[src/verilog/mcu_settings.svh]
// Store memory control unit settings
// Widths of addresses and vector type codes, and write pipeline depth

`ifndef MCU_SETTINGS_SVH
`define MCU_SETTINGS_SVH

////////////////////////////////////////////////////////////
// Address path
////////////////////////////////////////////////////////////

// Byte address and stride width
`define MCU_ADDR_W 32

////////////////////////////////////////////////////////////
// Vector type codes and write stream
////////////////////////////////////////////////////////////

// Log2 codes for sew, lmul and memory data width
`define MCU_VTYPE_W 3
// Cycles from buffer read strobe to write valid
`define MCU_WR_DELAY 2

`endif

[src/verilog/mcu_pkg.sv]
// Store memory control unit types
// Vector widths and the store sequencer state encoding

`default_nettype none

`include "mcu_settings.svh"

package mcu_pkg;

  // Byte address or stride
  typedef logic [`MCU_ADDR_W-1:0] addr_t;

  // Log2 width or multiplier code
  // Multiplier codes 5..7 are 1/8, 1/4, 1/2 and code 4 is reserved
  typedef logic [`MCU_VTYPE_W-1:0] vtype_t;

  // Mode flags with unit in bit 1 and strided in bit 0
  typedef logic [1:0] st_mode_t;

  typedef enum logic [2:0] {
    st_idle,
    st_fill,
    st_unit_tx,
    st_strided_prep,
    st_strided_tx
  } store_state_e;

endpackage

`default_nettype wire

[src/verilog/mcu_store_cfg_if.sv]
// Latched store configuration
// Passes the accepted command from decode to the store sequencer

`timescale 1ns/1ps
`default_nettype none

interface mcu_store_cfg_if;

  logic                 cfg_update;
  logic                 start;
  mcu_pkg::st_mode_t    mode;
  mcu_pkg::vtype_t      data_sew;
  mcu_pkg::vtype_t      data_lmul;
  mcu_pkg::addr_t       base_addr;
  mcu_pkg::addr_t       stride;
  // High from the first cycle after start until the store is done
  logic                 busy;

  modport decode (
    output cfg_update, start, mode, data_sew, data_lmul, base_addr, stride,
    input  busy
  );

  modport seq (
    input  cfg_update, start, mode, data_sew, data_lmul, base_addr, stride,
    output busy
  );

endinterface

`default_nettype wire

[src/verilog/mcu_cmd_decode.sv]
// Store command decode
// Registers the scheduler command, checks EMUL and latches the configuration

`timescale 1ns/1ps
`default_nettype none

`include "mcu_settings.svh"

module mcu_cmd_decode (
  input  logic                 clk,
  input  logic                 rstn,
  input  logic                 st_vld_i,
  input  mcu_pkg::vtype_t      sew_i,
  input  mcu_pkg::vtype_t      lmul_i,
  input  mcu_pkg::vtype_t      data_width_i,
  input  mcu_pkg::st_mode_t    mode_i,
  input  mcu_pkg::addr_t       base_addr_i,
  input  mcu_pkg::addr_t       stride_i,
  output logic                 cmd_err_o,
  mcu_store_cfg_if.decode      cfg
);

  logic                            st_vld_q;
  mcu_pkg::vtype_t                 sew_q;
  mcu_pkg::vtype_t                 lmul_q;
  mcu_pkg::vtype_t                 dw_q;
  mcu_pkg::st_mode_t               mode_q;
  mcu_pkg::addr_t                  base_q;
  mcu_pkg::addr_t                  stride_q;
  logic signed [`MCU_VTYPE_W+1:0]  emul_s;
  logic                            emul_ok;
  logic                            accept;

  ////////////////////////////////////////////////////////////
  // Command capture
  ////////////////////////////////////////////////////////////

  // Commands are taken only while the unit reports ready
  always_ff @(posedge clk or negedge rstn) begin
    if (!rstn) begin
      st_vld_q <= 1'b0;
    end else begin
      st_vld_q <= st_vld_i && !cfg.busy;
    end
  end

  always_ff @(posedge clk) begin
    if (st_vld_i && !cfg.busy) begin
      sew_q    <= sew_i;
      lmul_q   <= lmul_i;
      dw_q     <= data_width_i;
      mode_q   <= mode_i;
      base_q   <= base_addr_i;
      stride_q <= stride_i;
    end
  end

  ////////////////////////////////////////////////////////////
  // EMUL from lmul plus data width minus sew in log2
  ////////////////////////////////////////////////////////////

  // Lmul code is already a 3 bit two's complement value
  assign emul_s = $signed({{2{lmul_q[`MCU_VTYPE_W-1]}}, lmul_q})
                + $signed({2'b00, dw_q})
                - $signed({2'b00, sew_q});

  assign emul_ok = (sew_q < 'd3) && (lmul_q != 'd4) && (emul_s >= -3) && (emul_s <= 3);

  // A second command can not overtake a start still in flight
  assign accept = st_vld_q && emul_ok && !cfg.busy && !cfg.start;

  ////////////////////////////////////////////////////////////
  // Pulses and latched configuration
  ////////////////////////////////////////////////////////////

  always_ff @(posedge clk or negedge rstn) begin
    if (!rstn) begin
      cfg.start      <= 1'b0;
      cfg.cfg_update <= 1'b0;
      cmd_err_o      <= 1'b0;
      cfg.mode       <= '0;
      cfg.data_sew   <= '0;
      cfg.data_lmul  <= '0;
    end else begin
      cfg.start      <= accept;
      cfg.cfg_update <= accept;
      cmd_err_o      <= st_vld_q && !accept;
      if (accept) begin
        cfg.mode      <= mode_q;
        cfg.data_sew  <= dw_q;
        // Negative EMUL stored as 8 plus the value
        cfg.data_lmul <= emul_s[`MCU_VTYPE_W-1:0];
      end
    end
  end

  always_ff @(posedge clk) begin
    if (accept) begin
      cfg.base_addr <= base_q;
      cfg.stride    <= stride_q;
    end
  end

  ////////////////////////////////////////////////////////////
  // Checks
  ////////////////////////////////////////////////////////////

  // Sequencer must be idle whenever a store is started
  a_start_idle: assert property (@(posedge clk) disable iff (!rstn)
    cfg.start |-> !cfg.busy);

endmodule

`default_nettype wire

[src/verilog/mcu_store_seq.sv]
// Store sequencer
// Fills the store buffer from the lane, then drains it as unit or strided bursts

`timescale 1ns/1ps
`default_nettype none

module mcu_store_seq (
  input  logic             clk,
  input  logic             rstn,
  input  logic             vlane_store_valid_i,
  input  logic             sbuff_write_done_i,
  input  logic             sbuff_read_done_i,
  input  logic             wr_tready_i,
  input  logic             ctrl_wdone_i,
  input  logic             pipe_empty_i,
  output logic             sbuff_wen_o,
  output logic             sbuff_ren_o,
  output logic             read_stall_o,
  output logic             read_invalidate_o,
  output logic             ctrl_wstart_o,
  output logic             addr_set_o,
  output logic             addr_update_o,
  mcu_store_cfg_if.seq     cfg
);

  mcu_pkg::store_state_e  state_q;
  mcu_pkg::store_state_e  state_d;
  // Write done of a unit burst may come before the pipe drains
  logic                   wdone_seen_q;

  ////////////////////////////////////////////////////////////
  // State and write-done tracking
  ////////////////////////////////////////////////////////////

  always_ff @(posedge clk or negedge rstn) begin
    if (!rstn) begin
      state_q <= mcu_pkg::st_idle;
    end else begin
      state_q <= state_d;
    end
  end

  always_ff @(posedge clk or negedge rstn) begin
    if (!rstn) begin
      wdone_seen_q <= 1'b0;
    end else if (state_q == mcu_pkg::st_idle) begin
      wdone_seen_q <= 1'b0;
    end else if (ctrl_wdone_i) begin
      wdone_seen_q <= 1'b1;
    end
  end

  assign cfg.busy = (state_q != mcu_pkg::st_idle);

  ////////////////////////////////////////////////////////////
  // Next state and control
  ////////////////////////////////////////////////////////////

  always_comb begin
    state_d           = state_q;
    sbuff_wen_o       = 1'b0;
    sbuff_ren_o       = 1'b0;
    read_stall_o      = 1'b0;
    read_invalidate_o = 1'b0;
    ctrl_wstart_o     = 1'b0;
    addr_set_o        = 1'b0;
    addr_update_o     = 1'b0;

    case (state_q)
      mcu_pkg::st_idle: begin
        // Address register takes the base with the config update
        if (cfg.start) begin
          addr_set_o = 1'b1;
          state_d    = mcu_pkg::st_fill;
        end
      end

      mcu_pkg::st_fill: begin
        sbuff_wen_o = vlane_store_valid_i;
        if (sbuff_write_done_i) begin
          sbuff_wen_o = 1'b0;
          if (cfg.mode[1]) begin
            ctrl_wstart_o = 1'b1;
            state_d       = mcu_pkg::st_unit_tx;
          end else begin
            state_d = mcu_pkg::st_strided_prep;
          end
        end
      end

      // One burst for the whole buffer
      mcu_pkg::st_unit_tx: begin
        read_stall_o      = !wr_tready_i;
        read_invalidate_o = !wr_tready_i;
        sbuff_ren_o       = wr_tready_i && !sbuff_read_done_i;
        if (sbuff_read_done_i && pipe_empty_i && (wdone_seen_q || ctrl_wdone_i)) begin
          state_d = mcu_pkg::st_idle;
        end
      end

      // Read one element and open its single-beat burst
      mcu_pkg::st_strided_prep: begin
        read_stall_o      = !wr_tready_i;
        read_invalidate_o = !wr_tready_i;
        if (wr_tready_i) begin
          sbuff_ren_o   = 1'b1;
          ctrl_wstart_o = 1'b1;
          state_d       = mcu_pkg::st_strided_tx;
        end
      end

      mcu_pkg::st_strided_tx: begin
        read_stall_o      = !wr_tready_i;
        read_invalidate_o = !wr_tready_i;
        if (ctrl_wdone_i) begin
          addr_update_o = 1'b1;
          if (sbuff_read_done_i && pipe_empty_i) begin
            state_d = mcu_pkg::st_idle;
          end else begin
            state_d = mcu_pkg::st_strided_prep;
          end
        end
      end

      default: begin
        state_d = mcu_pkg::st_idle;
      end
    endcase
  end

endmodule

`default_nettype wire

[src/verilog/mcu_store_top.sv]
// Vector store memory control unit
// Command decode, store sequencer and write stream behind plain ports

`timescale 1ns/1ps
`default_nettype none

module mcu_store_top (
  input  logic               clk,
  input  logic               rstn,
  // Scheduler command
  input  logic               st_vld_i,
  output logic               st_rdy_o,
  input  mcu_pkg::vtype_t    sew_i,
  input  mcu_pkg::vtype_t    lmul_i,
  input  mcu_pkg::vtype_t    data_width_i,
  input  mcu_pkg::st_mode_t  mode_i,
  input  mcu_pkg::addr_t     base_addr_i,
  input  mcu_pkg::addr_t     stride_i,
  output logic               cmd_err_o,
  // Configuration toward the buffer array
  output logic               cfg_update_o,
  output mcu_pkg::vtype_t    cfg_data_sew_o,
  output mcu_pkg::vtype_t    cfg_data_lmul_o,
  // Store buffer and vector lane
  input  logic               vlane_store_valid_i,
  output logic               sbuff_wen_o,
  output logic               sbuff_ren_o,
  output logic               sbuff_read_stall_o,
  input  logic               sbuff_write_done_i,
  input  logic               sbuff_read_done_i,
  // Memory master write channel
  output logic               ctrl_wstart_o,
  input  logic               ctrl_wdone_i,
  output logic               wr_tvalid_o,
  input  logic               wr_tready_i,
  output mcu_pkg::addr_t     store_addr_o
);

  mcu_store_cfg_if  cfg ();

  logic  pipe_empty;
  logic  read_invalidate;
  logic  addr_set;
  logic  addr_update;

  assign st_rdy_o        = !cfg.busy;
  assign cfg_update_o    = cfg.cfg_update;
  assign cfg_data_sew_o  = cfg.data_sew;
  assign cfg_data_lmul_o = cfg.data_lmul;

  mcu_cmd_decode mcu_cmd_decode_inst (
    .clk          (clk),
    .rstn         (rstn),
    .st_vld_i     (st_vld_i),
    .sew_i        (sew_i),
    .lmul_i       (lmul_i),
    .data_width_i (data_width_i),
    .mode_i       (mode_i),
    .base_addr_i  (base_addr_i),
    .stride_i     (stride_i),
    .cmd_err_o    (cmd_err_o),
    .cfg          (cfg.decode)
  );

  mcu_store_seq mcu_store_seq_inst (
    .clk                 (clk),
    .rstn                (rstn),
    .vlane_store_valid_i (vlane_store_valid_i),
    .sbuff_write_done_i  (sbuff_write_done_i),
    .sbuff_read_done_i   (sbuff_read_done_i),
    .wr_tready_i         (wr_tready_i),
    .ctrl_wdone_i        (ctrl_wdone_i),
    .pipe_empty_i        (pipe_empty),
    .sbuff_wen_o         (sbuff_wen_o),
    .sbuff_ren_o         (sbuff_ren_o),
    .read_stall_o        (sbuff_read_stall_o),
    .read_invalidate_o   (read_invalidate),
    .ctrl_wstart_o       (ctrl_wstart_o),
    .addr_set_o          (addr_set),
    .addr_update_o       (addr_update),
    .cfg                 (cfg.seq)
  );

  mcu_wr_stream mcu_wr_stream_inst (
    .clk           (clk),
    .rstn          (rstn),
    .rd_strobe_i   (sbuff_ren_o),
    .stall_i       (sbuff_read_stall_o),
    .invalidate_i  (read_invalidate),
    .addr_set_i    (addr_set),
    .addr_update_i (addr_update),
    .base_addr_i   (cfg.base_addr),
    .stride_i      (cfg.stride),
    .wr_tvalid_o   (wr_tvalid_o),
    .pipe_empty_o  (pipe_empty),
    .store_addr_o  (store_addr_o)
  );

endmodule

`default_nettype wire

[src/verilog/mcu_wr_stream.sv]
// Write stream output stage
// Read-to-valid delay line with stall and mask, plus the element address register

`timescale 1ns/1ps
`default_nettype none

`include "mcu_settings.svh"

module mcu_wr_stream (
  input  logic            clk,
  input  logic            rstn,
  input  logic            rd_strobe_i,
  input  logic            stall_i,
  input  logic            invalidate_i,
  input  logic            addr_set_i,
  input  logic            addr_update_i,
  input  mcu_pkg::addr_t  base_addr_i,
  input  mcu_pkg::addr_t  stride_i,
  output logic            wr_tvalid_o,
  output logic            pipe_empty_o,
  output mcu_pkg::addr_t  store_addr_o
);

  // Bit n set means a read strobe is n+1 cycles old
  logic [`MCU_WR_DELAY-1:0]  vld_q;
  mcu_pkg::addr_t            addr_q;

  ////////////////////////////////////////////////////////////
  // Valid delay line
  ////////////////////////////////////////////////////////////

  always_ff @(posedge clk or negedge rstn) begin
    if (!rstn) begin
      vld_q <= '0;
    end else if (!stall_i) begin
      vld_q <= (vld_q << 1) | `MCU_WR_DELAY'(rd_strobe_i);
    end
  end

  assign wr_tvalid_o  = vld_q[`MCU_WR_DELAY-1] && !invalidate_i;
  assign pipe_empty_o = ~|vld_q;

  ////////////////////////////////////////////////////////////
  // Element address
  ////////////////////////////////////////////////////////////

  always_ff @(posedge clk or negedge rstn) begin
    if (!rstn) begin
      addr_q <= '0;
    end else if (addr_set_i) begin
      addr_q <= base_addr_i;
    end else if (addr_update_i) begin
      addr_q <= addr_q + stride_i;
    end
  end

  assign store_addr_o = addr_q;

  // Masked beat stays at the output stage until it can go out
  a_masked_beat_held: assert property (@(posedge clk) disable iff (!rstn)
    (invalidate_i && vld_q[`MCU_WR_DELAY-1]) |=> vld_q[`MCU_WR_DELAY-1]);

endmodule

`default_nettype wire
[config.mk]
export PLATFORM = sky130hd
export DESIGN_NAME = mcu_store_top
export DESIGN_NICKNAME = d
export VERILOG_FILES = /design/src/verilog/mcu_pkg.sv /design/src/verilog/mcu_store_cfg_if.sv /design/src/verilog/mcu_cmd_decode.sv /design/src/verilog/mcu_store_seq.sv /design/src/verilog/mcu_store_top.sv /design/src/verilog/mcu_wr_stream.sv
export VERILOG_INCLUDE_DIRS = /design/src /design/src/verilog
export SDC_FILE = /design/constraint.sdc
export NUM_CORES = 1
export LEC_CHECK = 0
export BUFFER_PORTS_ARGS = -buffer_cell sky130_fd_sc_hd__buf_2
export CORE_AREA = 2 2 147 149
export CTS_BUF_LIST = sky130_fd_sc_hd__clkbuf_4
export DETAILED_ROUTE_END_ITERATION = 10
export DIE_AREA = 0 0 149 151
export PLACE_DENSITY_LB_ADDON = 0.05
export SLEW_MARGIN = 15
export SYNTH_ARGS = -nofsm -noshare
export SYNTH_HDL_FRONTEND = slang
export SYNTH_SLANG_ARGS = --single-unit
[constraint.sdc]
create_clock -name clk -period 10.9 [get_ports clk]
set_clock_uncertainty 0.05 [all_clocks]
set_input_delay 2.18 -clock clk [delete_from_list [all_inputs] [get_ports clk]]
set_output_delay 2.18 -clock clk [all_outputs]
set_load 0.005 [all_outputs]
# Word level (Yosys, flattened, before mapping)
# Cells that the tools add are included.
[op_classes]
add_sub_neg = 3
magnitude_cmp = 3
n_eq_ne = 10
n_mux = 24
n_bitwise = 1
n_reduce_logical = 27
[op_table]
columns = ["operator", "count"]
rows = [
  ["32-bit 2-to-1 mux", 2],
  ["32-bit adder", 1],
  ["3-bit 2-to-1 mux", 5],
  ["3-bit one-hot mux with 5 select lines", 1],
  ["1-bit 2-to-1 mux", 13],
  ["1-bit logical AND", 12],
  ["2-bit != test, second input constant", 4],
  ["1-bit logical NOT", 7],
  ["3-bit by 2-bit equality test with 1-bit output, second input constant", 2],
  ["3-bit by 4-bit adder with 5-bit output", 1],
  ["5-bit by 3-bit greater-or-equal comparator with 1-bit output, second input constant", 1],
  ["5-bit by 3-bit less-or-equal comparator with 1-bit output, second input constant", 1],
  ["5-bit AND reduction", 1],
  ["5-bit by 4-bit subtractor with 5-bit output", 1],
  ["1-bit one-hot mux with 2 select lines", 2],
  ["2-bit nonzero test", 2],
  ["3-bit by 1-bit equality test with 1-bit output, second input constant", 1],
  ["3-bit equality test, second input constant", 1],
  ["3-bit logical NOT", 1],
  ["3-bit by 2-bit < comparator with 1-bit output, second input constant", 1],
  ["3-bit != test, second input constant", 1],
  ["3-bit nonzero test", 1],
  ["3-bit OR reduction", 1],
  ["2-bit 2-to-1 mux", 1],
  ["4 further kinds", 4],
]
[totals]
ff_bits = 188
input_bits = 83
output_inout_bits = 46

# Depth between registers and ports, before layout
# Gate-level depths: netlist of the first run.
[depth]
word_depth = 10
ltp_mapped = 11

# Modules after synthesis
# Synthesis of the first run repeated with hierarchy kept, for this count alone.
[unflattened]
cells_unflattened = 597
area_unflattened_um2 = 8261.7
[modules_own_cells]
columns = ["module", "n_inst", "cells_each", "area_each_um2"]
rows = [
  ["mcu_cmd_decode", 1, 199, 4865.9],
  ["mcu_wr_stream", 1, 358, 3059.2],
  ["mcu_store_seq", 1, 39, 332.8],
  ["mcu_store_top", 1, 1, 3.8],
]

# Worst setup path before layout of the first run
# Ideal clock, no wire load.
[synth_timing]
kind = "in2out"
startpoint = "input port sbuff_read_done_i"
endpoint = "output port sbuff_ren_o"
arrival_ns = 2.579
path_slack_ns = 6.091
stages = 2
path_cell_list = "nor2b_1 > nor3b_1"
[synth_between]
elab_chain_len = 3
[synth_rtl]
columns = ["element", "line", "source"]
rows = [
  ["start: declaration", "mcu_store_top.sv:30", "input logic sbuff_read_done_i,"],
  ["1-bit logical NOT", "mcu_store_seq.sv:95", "sbuff_ren_o = wr_tready_i && !sbuff_read_done_i;"],
  ["1-bit logical AND", "mcu_store_seq.sv:95", ""],
  ["1-bit one-hot mux with 2 select lines", "mcu_store_seq.sv:69", "case (state_q)"],
  ["end: declaration", "mcu_store_top.sv:27", "output logic sbuff_ren_o,"],
]
# Every way passes these cells.

# Final worst setup path of the first run
# Same ends and word-level chain as after synthesis.

==> results.py, run 1 <==
metrics = {
    "clock_tree": {
        "htreeDepth": 4,
        "cts_resized": 0,
        "cts_buffers": 17,
        "postCtsHoldBufs": 0,
        "cts_root_buf": "clkbuf_4",
        "clock_path_buffers": 2,
        "cts_sinks": 186,
        "cts_setup_buffers": 0,
        "insertion_delay_ns": 0.59,
        "clk_pin_slew_ns": 0.17,
        "tritoncts": "done",
    },
    "placement": {
        "pre_cts_ws_ns": 5.84,
        "portBuffers": 127,
        "hpwlAfterDp_mm": 11.7,
        "place_congestion": 0.808,
        "place_area_sq_um": 9230,
    },
    "worst_setup_path": {
        "cpPeakStageDelay_ns": 0.27,
        "slowest_stage": "nor3b_1",
        "crit_path_end_kind": "primary output",
        "reg2reg_to": "mcu_cmd_decode_inst.cfg.data_sew[0]$_DFFE_PN0P_",
        "cp_data_required_time_ns": 8.67,
        "worstPathCellList": "buf_2 -> nor2b_1 -> nor3b_1 -> buf_2",
        "r2r_cells": 11,
        "cpMostUsedCell": "buf_2",
        "critical_path.max_fanout": 2,
        "rr_startpoint": "mcu_cmd_decode_inst.dw_q[1]$_DFFE_PP_",
        "path_class": "input port to primary output",
        "r2r_setup_slack_ns": 7.53,
        "startpoint_type": "input port",
        "arrival_ns": 2.83,
    },
    "synthesis": {
        "synth_edf_count": 138,
        "yosysTopAreaCellShare": 0.500,
        "netlist_instances": 622,
        "yosys.area.top_type": "edfxtp_1",
        "synth_seq_cells": 186,
        "syn_nets": 745,
        "syn-cell-area_sq_um": 8280,
        "ys.flop_type": "edfxtp_1",
        "synth_area_leaders": "edfxtp_1 50%, dfrtp_1 15%, ha_1 5.4%",
        "avgSynthCellArea_sq_um": 13.3,
        "yosys_warnings": 0,
        "async_flop_share": 0.258,
        "seq_area_frac_synth": 0.646,
        "ys_types": 65,
    },
    "detailed_routing": {
        "vias": 5277,
        "first_pass_iters": 5,
        "drt-total-wl_mm": 17.6,
        "drtIter0Drc": 296,
        "vias_per_cell": 5.05,
        "postRouteAntennaNets": 0,
        "routedWlPerCell_microns": 16.9,
        "route.detailed.drc": 0,
    },
    "floorplanning": {
        "coreArea_sq_um": 20800,
        "initial_core_util": 0.398,
        "ioPinCount": 129,
        "die_w_microns": 149,
        "die_area_sq_um": 22500,
        "rows": 53,
        "die_h_microns": 151,
    },
    "timing": {
        "period_minus_slack_ns": 5.06,
        "layout_worst_path_cycle_share": 0.464,
        "rsz0062_at_grt": "false",
        "setup_viol": 0,
        "finalMaxSlewViolations": 0,
        "worst_slew_pin_slew_ns": 1.04,
        "slew_headroom": 0.309,
        "fin_tns_setup_ns": 0,
        "hold_violations": 0,
        "worst_slack_ns": 5.84,
        "fmax_mhz": 198,
    },
    "outcome": {
        "status": "finished clean",
    },
    "global_route": {
        "grt_pass1_wl_mm": 28.1,
        "antenna_found_initial": 1,
        "grt_max_degree": 76,
        "overflow": 0,
        "grtUsageTotal": 0.163,
        "grt_pass1_vias": 5449,
    },
    "worst_hold_path": {
        "min_path_cells": 0,
        "hold_path_startpoint": "mcu_cmd_decode_inst.base_q[6]$_DFFE_PP_",
        "hold_path_end": "mcu_cmd_decode_inst.cfg.base_addr[6]$_DFFE_PP_",
        "hp-class": "register to register",
    },
    "job": {
        "drv_cap": 0,
    },
    "layout": {
        "drive_gt1_frac": 0.256,
        "layout_commonest_cell": "edfxtp_1",
        "fill_cells": 1939,
        "mostFrequentLayoutCells": "138 x edfxtp_1, 127 x buf_2, 57 x a21oi_1",
        "finalNetCount": 877,
        "synthToLayoutAreaGrowth_pct": 15.0,
        "finalInstanceArea_sq_um": 9520,
    },
    "power": {
        "p_leak_uw": 0.00382,
        "powerDensity_nw_per_um2": 222,
        "ir_worst_vdd_mv": 0.0816,
    },
}
## flip-flops by register name (all words and copies together), names as in the netlist, 2 cells and up
name and count:
mcu_cmd_decode_inst.cfg.data_lmul 3, mcu_store_seq_inst.state_q 3, mcu_cmd_decode_inst.cfg.base_addr 32, mcu_cmd_decode_inst.stride_q 32, mcu_cmd_decode_inst.sew_q 3, mcu_wr_stream_inst.vld_q 2, mcu_wr_stream_inst.store_addr_o 32, mcu_cmd_decode_inst.lmul_q 3
mcu_cmd_decode_inst.cfg.stride 32, mcu_cmd_decode_inst.cfg.data_sew 3, mcu_cmd_decode_inst.dw_q 3, mcu_cmd_decode_inst.base_q 32
## how the worst max path moves through the flow
stage	startpoint	to	slack, ns	cells after the start
finish	sbuff_read_done_i	sbuff_ren_o	5.84	4
global route	sbuff_read_done_i	sbuff_ren_o	5.75	4
CTS	sbuff_read_done_i	sbuff_ren_o	5.83	4
detailed placement	sbuff_read_done_i	sbuff_ren_o	5.84	4
global placement	sbuff_read_done_i	sbuff_ren_o	5.86	4
floorplan	sbuff_read_done_i	sbuff_ren_o	6.09	2
## where the power goes
group / switching [uW] / internal [uW]
clock network: 270 / 108
registers: 79.7 / 897
logic: 426 / 330
## stage by stage
step | hold WS, ns | util | total power [uW] | instances
3_3_place_gp | 0.352 | 0.443 | 1730 | 1010
5_1_grt | 0.378 | 0.457 | 2260 | 1044
3_5_place_dp | 0.355 | 0.443 | 1750 | 1010
4_1_cts | 0.376 | 0.457 | 2130 | 1042
2_1_floorplan | 0.350 | - | 1520 | 622
6_report | 0.380 | 0.457 | 2110 | 1044
## area by class of cell
type / instances / area, sq um / area share
antenna: 2 / 5.00 / 0.000525
inverter: 18 / 67.6 / 0.00709
multi-input combinational: 397 / 2790 / 0.293
sequential: 186 / 5350 / 0.561
timing repair buffer: 134 / 688 / 0.0723
clock inverter: 14 / 153 / 0.0160
tap: 275 / 344 / 0.0361
clock buffer: 18 / 135 / 0.0142
## kinds of logic (layout without fill, tap and decap cells)
group / Yosys count / after routing / share of synthesized area
flip-flops: 186 / 186 / 0.646
AO/OA/AOI/OAI: 159 / 159 / 0.131
AND/OR/NAND/NOR: 158 / 158 / 0.0926
adder cells (fa/ha/maj): 40 / 40 / 0.0641
buffers and inverters: 39 / 184 / 0.0189
XOR/XNOR: 26 / 26 / 0.0275
multiplexers: 14 / 14 / 0.0199
other: 0 / 2 / 0
## per-layer routing
layer | routed length, microns | vias up | track usage | part of all wire
met2 | 8460 | 114 | 0.267 | 0.48
met5 | 0 | - | 0 | 0
met1 | 8100 | 2553 | 0.216 | 0.46
li1 | - | 2596 | - | -
met3 | 851 | 14 | 0.0434 | 0.048
met4 | 214 | 0 | 0.0457 | 0.012
## cells in the mapped netlist (2+ instances only)
library cell  count
mux2i_1           3
xor2_1           16
nor2_1           42
a221oi_1          2
o21ai_1           6
o22ai_1           4
ha_1             36
o21a_1            2
nand2_1          44
o31ai_1           2
mux2_2            9
a21oi_1          57
nand4_1           7
inv_1            18
nor3b_1           3
a31oi_1           7
a21o_1           13
a41oi_1           3
and3_1            8
o21bai_1          3
dfrtp_1          48
o211ai_1          4
nand2b_1          8
a22oi_1           4
a32oi_1           2
a311oi_1          2
clkbuf_1         17
o21ai_0          26
and2_1            5
a211oi_1          2
edfxtp_1        138
o21ai_2           3
nor2b_1           6
xnor2_1          10
buf_2             2
fa_1              4
or3_1             3
o311a_4           2
nor3_1           12
nand3_1          14
## worst max-delay path, delay by kind of cell
family / cells / cell delay (ns)
buffers and inverters: 2 / 0.27
and+or+nand+nor: 2 / 0.39
(Power assumes the default switching activity.)
==> run 2: changes to the inputs <==
==> constraint.sdc (replaced) <==
create_clock -name clk -period 4.7 [get_ports clk]
set_clock_uncertainty 0.05 [all_clocks]
set_input_delay 0.94 -clock clk [delete_from_list [all_inputs] [get_ports clk]]
set_output_delay 0.94 -clock clk [all_outputs]
set_load 0.005 [all_outputs]
==> run 2 against run 1 <==
Compared with the run above:
- sequential share of layout area is 0.11 points lower
- critical path depth is 6 higher
- critical path type is now register to register
- die area stayed put
- sequential power is 130% higher
- final area is 0.20% higher
- non-clock buffer count is 2 higher
- global-route usage is 0.34 points lower
- register-to-register slack worse by 6.4 ns
- highest routed layer unchanged
- via count is 1.4% higher
==> results.py, run 2 (synthesized netlist as in run 1, its figures left out) <==
metrics = {
    "outcome": {
        "status": "finished clean",
    },
    "layout": {
        "synthToLayoutAreaGrowth_pct": 15.2,
        "mostFrequentLayoutCells": "138 x edfxtp_1, 127 x buf_2, 57 x a21oi_1",
        "drive_gt1_frac": 0.257,
        "layout_commonest_cell": "edfxtp_1",
        "finalNetCount": 879,
        "finalInstanceArea_sq_um": 9540,
    },
    "floorplanning": {
        "coreArea_sq_um": 20800,
        "die_w_microns": 149,
        "die_area_sq_um": 22500,
        "initial_core_util": 0.398,
        "rows": 53,
        "ioPinCount": 129,
        "die_h_microns": 151,
    },
    "global_route": {
        "grt_max_degree": 76,
        "grt_pass1_vias": 5374,
        "antenna_found_initial": 2,
        "grt_pass1_wl_mm": 27.6,
        "grtUsageTotal": 0.160,
        "overflow": 0,
    },
    "placement": {
        "place_area_sq_um": 9260,
        "place_congestion": 0.837,
        "portBuffers": 127,
        "pre_cts_ws_ns": 1.11,
        "hpwlAfterDp_mm": 11.9,
    },
    "worst_setup_path": {
        "slowest_stage": "a21oi_4",
        "startpoint_type": "register",
        "path_class": "register to register",
        "worstPathCellList": "inv_1 -> fa_1 -> inv_1 -> ha_1 -> a21o_1 -> a21oi_1 -> xnor2_1 -> or3_1 -> a21oi_4 -> buf_4",
        "crit_path_end_kind": "register",
        "r2r_setup_slack_ns": 1.11,
        "cpPeakStageDelay_ns": 0.70,
        "cpMostUsedCell": "inv_1",
        "critical_path.max_fanout": 22,
        "cp_data_required_time_ns": 4.93,
        "arrival_ns": 3.81,
    },
    "clock_tree": {
        "cts_setup_buffers": 0,
        "tritoncts": "done",
        "cts_buffers": 17,
        "cts_root_buf": "clkbuf_4",
        "cts_resized": 0,
        "clk_pin_slew_ns": 0.18,
        "postCtsHoldBufs": 0,
        "insertion_delay_ns": 0.58,
        "htreeDepth": 4,
        "clock_path_buffers": 2,
        "cts_sinks": 186,
    },
    "timing": {
        "fmax_mhz": 279,
        "worst_slew_pin_slew_ns": 1.02,
        "period_minus_slack_ns": 3.59,
        "setup_viol": 0,
        "worst_slack_ns": 1.11,
        "rsz0062_at_grt": "false",
        "finalMaxSlewViolations": 0,
        "slew_headroom": 0.319,
        "layout_worst_path_cycle_share": 0.763,
        "fin_tns_setup_ns": 0,
        "hold_violations": 0,
    },
    "detailed_routing": {
        "drtIter0Drc": 265,
        "first_pass_iters": 4,
        "vias": 5349,
        "drt-total-wl_mm": 17.3,
        "route.detailed.drc": 0,
        "routedWlPerCell_microns": 16.5,
        "postRouteAntennaNets": 0,
        "vias_per_cell": 5.11,
    },
    "power": {
        "powerDensity_nw_per_um2": 509,
        "p_leak_uw": 0.00383,
        "ir_worst_vdd_mv": 0.163,
    },
    "job": {
        "drv_cap": 0,
    },
    "worst_hold_path": {
        "hp-class": "input port to async pin",
    },
}
run 2: cell count changes in the layout (fill, tap and decap cells not counted), sizes merged:
cell    change
buf         +2
clkbuf      -1
clkinv      +1
run 2: worst max-delay path: cells and delay by family (launching register included):
| family | cells | cell delay [ns] |
|---|---|---|
| compound gates | 3 | 1.03 |
| xor+xnor | 1 | 0.11 |
| fa+ha+maj | 2 | 0.81 |
| buf+inv | 3 | 0.46 |
| flops | 1 | 0.39 |
| simple gates | 1 | 0.42 |
run 2: routing by layer:
metal / wire length [microns] / track usage / up-vias
met3: 822 / 0.0440 / 18
met4: 271 / 0.0557 / 0
met2: 8300 / 0.258 / 124
li1: - / - / 2597
met1: 7910 / 0.209 / 2610
met5: 0 / 0 / -
run 2: cell type report:
type | count | area, sq um
inverter | 18 | 67.6
tap | 275 | 344
sequential | 186 | 5350
fill | 1928 | 11300
timing repair buffer | 136 | 716
clock inverter | 15 | 151
multi-input combinational | 397 | 2790
clock buffer | 17 | 128
antenna | 2 | 5.00
run 2: worst paths after layout:
| kind | start | to | depth (start not counted) |
|---|---|---|---|
| min in group clk | mcu_cmd_decode_inst.base_q[14]$_DFFE_PP_ | mcu_cmd_decode_inst.cfg.base_addr[14]$_DFFE_PP_ | 0 |
| worst min register to register | mcu_cmd_decode_inst.base_q[14]$_DFFE_PP_ | mcu_cmd_decode_inst.cfg.base_addr[14]$_DFFE_PP_ | 0 |
| worst max register to register | mcu_cmd_decode_inst.dw_q[1]$_DFFE_PP_ | mcu_cmd_decode_inst.cfg.base_addr[19]$_DFFE_PP_ | 10 |
| worst min-delay path | rstn | mcu_cmd_decode_inst.cfg.data_sew[2]$_DFFE_PN0P_ | 1 |
| worst max-delay path | mcu_cmd_decode_inst.dw_q[1]$_DFFE_PP_ | mcu_cmd_decode_inst.cfg.base_addr[19]$_DFFE_PP_ | 10 |
| max in group asynchronous | rstn | mcu_wr_stream_inst.store_addr_o[22]$_DFFE_PN0P_ | 2 |
run 2: power by group:
part           switching (uW)  total (uW)  internal (uW)
sequential                184        2260           2080
combinational             981        1740            761
clock                     607         849            242
run 2: through the flow:
step           utilization  power, uW  hold WS [ns]  std cells
3_3_place_gp         0.445       4020         0.351       1012
4_1_cts              0.458       4930         0.240       1044
2_1_floorplan            -       3530         0.350        622
3_5_place_dp         0.445       4060         0.355       1012
6_report             0.458       4850         0.274       1046
5_1_grt              0.458       5230         0.231       1046
==> run 3: changes to the inputs <==
==> constraint.sdc (replaced) <==
create_clock -name clk -period 3.6 [get_ports clk]
set_clock_uncertainty 0.05 [all_clocks]
set_input_delay 0.72 -clock clk [delete_from_list [all_inputs] [get_ports clk]]
set_output_delay 0.72 -clock clk [all_outputs]
set_load 0.005 [all_outputs]
==> run 3 against run 2 <==
Compared with the run above:
- global-route usage increased by 0.10 points
- clock power increased by 41%
- cell count increased by 0.19%
- sequential power increased by 31%
- clock-buffer cell count increased by 1
- setup slack got worse by 0.72 ns
- power increased by 33%
- via count decreased by 0.82%
- die area unchanged
- critical endpoint is now mcu_cmd_decode_inst.cfg.stride[20]$_DFFE_PP_
- highest routed layer unchanged
==> results.py, run 3 (synthesized netlist as in run 1, its figures left out) <==
metrics = {
    "outcome": {
        "status": "finished clean",
    },
    "layout": {
        "drive_gt1_frac": 0.263,
        "finalNetCount": 881,
        "finalInstanceArea_sq_um": 9630,
        "layout_commonest_cell": "edfxtp_1",
        "synthToLayoutAreaGrowth_pct": 16.3,
        "mostFrequentLayoutCells": "138 x edfxtp_1, 127 x buf_2, 56 x a21oi_1",
        "fin_cells": 1048,
    },
    "detailed_routing": {
        "postRouteAntennaNets": 0,
        "vias_per_cell": 5.06,
        "drt-total-wl_mm": 17.3,
        "vias": 5305,
        "drtIter0Drc": 229,
        "first_pass_iters": 4,
        "route.detailed.drc": 0,
        "routedWlPerCell_microns": 16.5,
    },
    "placement": {
        "hpwlAfterDp_mm": 12.2,
        "place_congestion": 0.845,
        "dp_cells": 1013,
        "pre_cts_ws_ns": 0.417,
        "portBuffers": 127,
        "place_area_sq_um": 9310,
    },
    "timing": {
        "slew_headroom": 0.521,
        "fmax_mhz": 312,
        "rsz0062_at_grt": "false",
        "finalMaxSlewViolations": 0,
        "layout_worst_path_cycle_share": 0.890,
        "worst_slack_ns": 0.396,
        "fin_tns_setup_ns": 0,
        "worst_slew_pin_slew_ns": 0.716,
        "setup_viol": 0,
        "period_minus_slack_ns": 3.20,
        "hold_violations": 0,
    },
    "floorplanning": {
        "ioPinCount": 129,
        "coreArea_sq_um": 20800,
        "die_h_microns": 151,
        "rows": 53,
        "die_area_sq_um": 22500,
        "initial_core_util": 0.398,
        "die_w_microns": 149,
    },
    "power": {
        "clock_power_share": 0.185,
        "p_comb_frac": 0.358,
        "intPower_uw": 4130,
        "powerDensity_nw_per_um2": 671,
        "seqPwrFrac": 0.457,
        "ir_worst_vdd_mv": 0.239,
        "switching_share": 0.361,
        "total_power_uw": 6470,
        "p_sw_uw": 2340,
        "p_leak_uw": 0.00385,
    },
    "worst_setup_path": {
        "cp_data_required_time_ns": 3.80,
        "slowest_stage": "fa_1",
        "critical_path.max_fanout": 37,
        "arrival_ns": 3.40,
        "cpLargestDelayFamily": "compound AO/OA/AOI/OAI gates",
        "crit_buf_inv": 2,
        "worstPathCellList": "fa_1 -> inv_2 -> fa_1 -> a21o_1 -> a21oi_1 -> o2111ai_1 -> a21oi_4 -> buf_12",
        "cpMostUsedCell": "fa_1",
        "startpoint_type": "register",
        "crit_path_end_kind": "register",
        "path_class": "register to register",
        "cpPeakStageDelay_ns": 0.52,
    },
    "clock_tree": {
        "insertion_delay_ns": 0.57,
        "clk_pin_slew_ns": 0.18,
        "cts_setup_buffers": 0,
        "cts_buffers": 17,
        "postCtsHoldBufs": 1,
        "cts_root_buf": "clkbuf_4",
        "htreeDepth": 4,
        "cts_sinks": 186,
        "cts_resized": 0,
        "tritoncts": "done",
        "clock_path_buffers": 2,
    },
    "global_route": {
        "grt_pass1_wl_mm": 27.9,
        "overflow": 0,
        "grt_pass1_vias": 5405,
        "grt_max_degree": 45,
        "use_met1": 0.208,
        "met2_usage": 0.265,
        "busiest_layer": "met2",
        "grtUsageTotal": 0.161,
        "grtUsageMet3": 0.0431,
        "antenna_found_initial": 2,
    },
    "worst_hold_path": {
        "hp-class": "input port to register",
    },
    "job": {
        "drv_cap": 0,
    },
}
-- run 3: changes by cell type in the layout (fill, tap and decap cells not counted), sizes merged --
cell,change
clkinv,-4
buf,+1
bufinv,+1
clkbuf,+1
clkinvlp,+1
dlygate4sd3,+1
inv,+1
-- run 3: path summary, 6_finish.rpt --
check                                                                        to  slack, ns  depth (start not counted)                                startpoint
worst max-delay path               mcu_cmd_decode_inst.cfg.stride[20]$_DFFE_PP_       0.40                          8    mcu_cmd_decode_inst.sew_q[1]$_DFFE_PP_
max in group asynchronous       mcu_wr_stream_inst.store_addr_o[16]$_DFFE_PN0P_       2.33                          3                                      rstn
worst min-delay path                      mcu_cmd_decode_inst.dw_q[2]$_DFFE_PP_       0.26                          1                           data_width_i[2]
worst min register to register  mcu_cmd_decode_inst.cfg.base_addr[25]$_DFFE_PP_       0.39                          0  mcu_cmd_decode_inst.base_q[25]$_DFFE_PP_
worst max register to register     mcu_cmd_decode_inst.cfg.stride[20]$_DFFE_PP_       0.40                          8    mcu_cmd_decode_inst.sew_q[1]$_DFFE_PP_
min in group asynchronous       mcu_cmd_decode_inst.cfg.data_sew[2]$_DFFE_PN0P_       0.53                          2                                      rstn
-- run 3: area by class of cell --
class                      instances  area, sq um
timing repair buffer             138          758
tap                              275          344
clock buffer                      18          135
fill                            1908        11200
antenna                            2         5.00
inverter                          18         67.6
clock inverter                    14          173
sequential                       186         5350
multi-input combinational        397         2800
-- run 3: stage by stage --
| step | hold slack (ns) | utilization |
|---|---|---|
| floorplan | 0.350 | - |
| global placement | 0.351 | 0.447 |
| detailed placement | 0.355 | 0.447 |
| CTS | 0.170 | 0.462 |
| global route | 0.139 | 0.463 |
| finish | 0.258 | 0.463 |
-- run 3: power by group through the flow --
stage / clock network [uW] / registers [uW] / logic (uW)
after floorplan: 0 / 2950 / 1670
after global placement: 0 / 3000 / 2280
after detailed placement: 0 / 3010 / 2310
after CTS: 1260 / 2970 / 2330
after global routing: 1340 / 3010 / 2600
final: 1200 / 2960 / 2310
-- run 3: routing by layer --
metal | part of all wire | wire length [microns]
met5 | 0 | 0
met4 | 0.018 | 304
met3 | 0.047 | 806
met2 | 0.48 | 8400
met1 | 0.45 | 7810
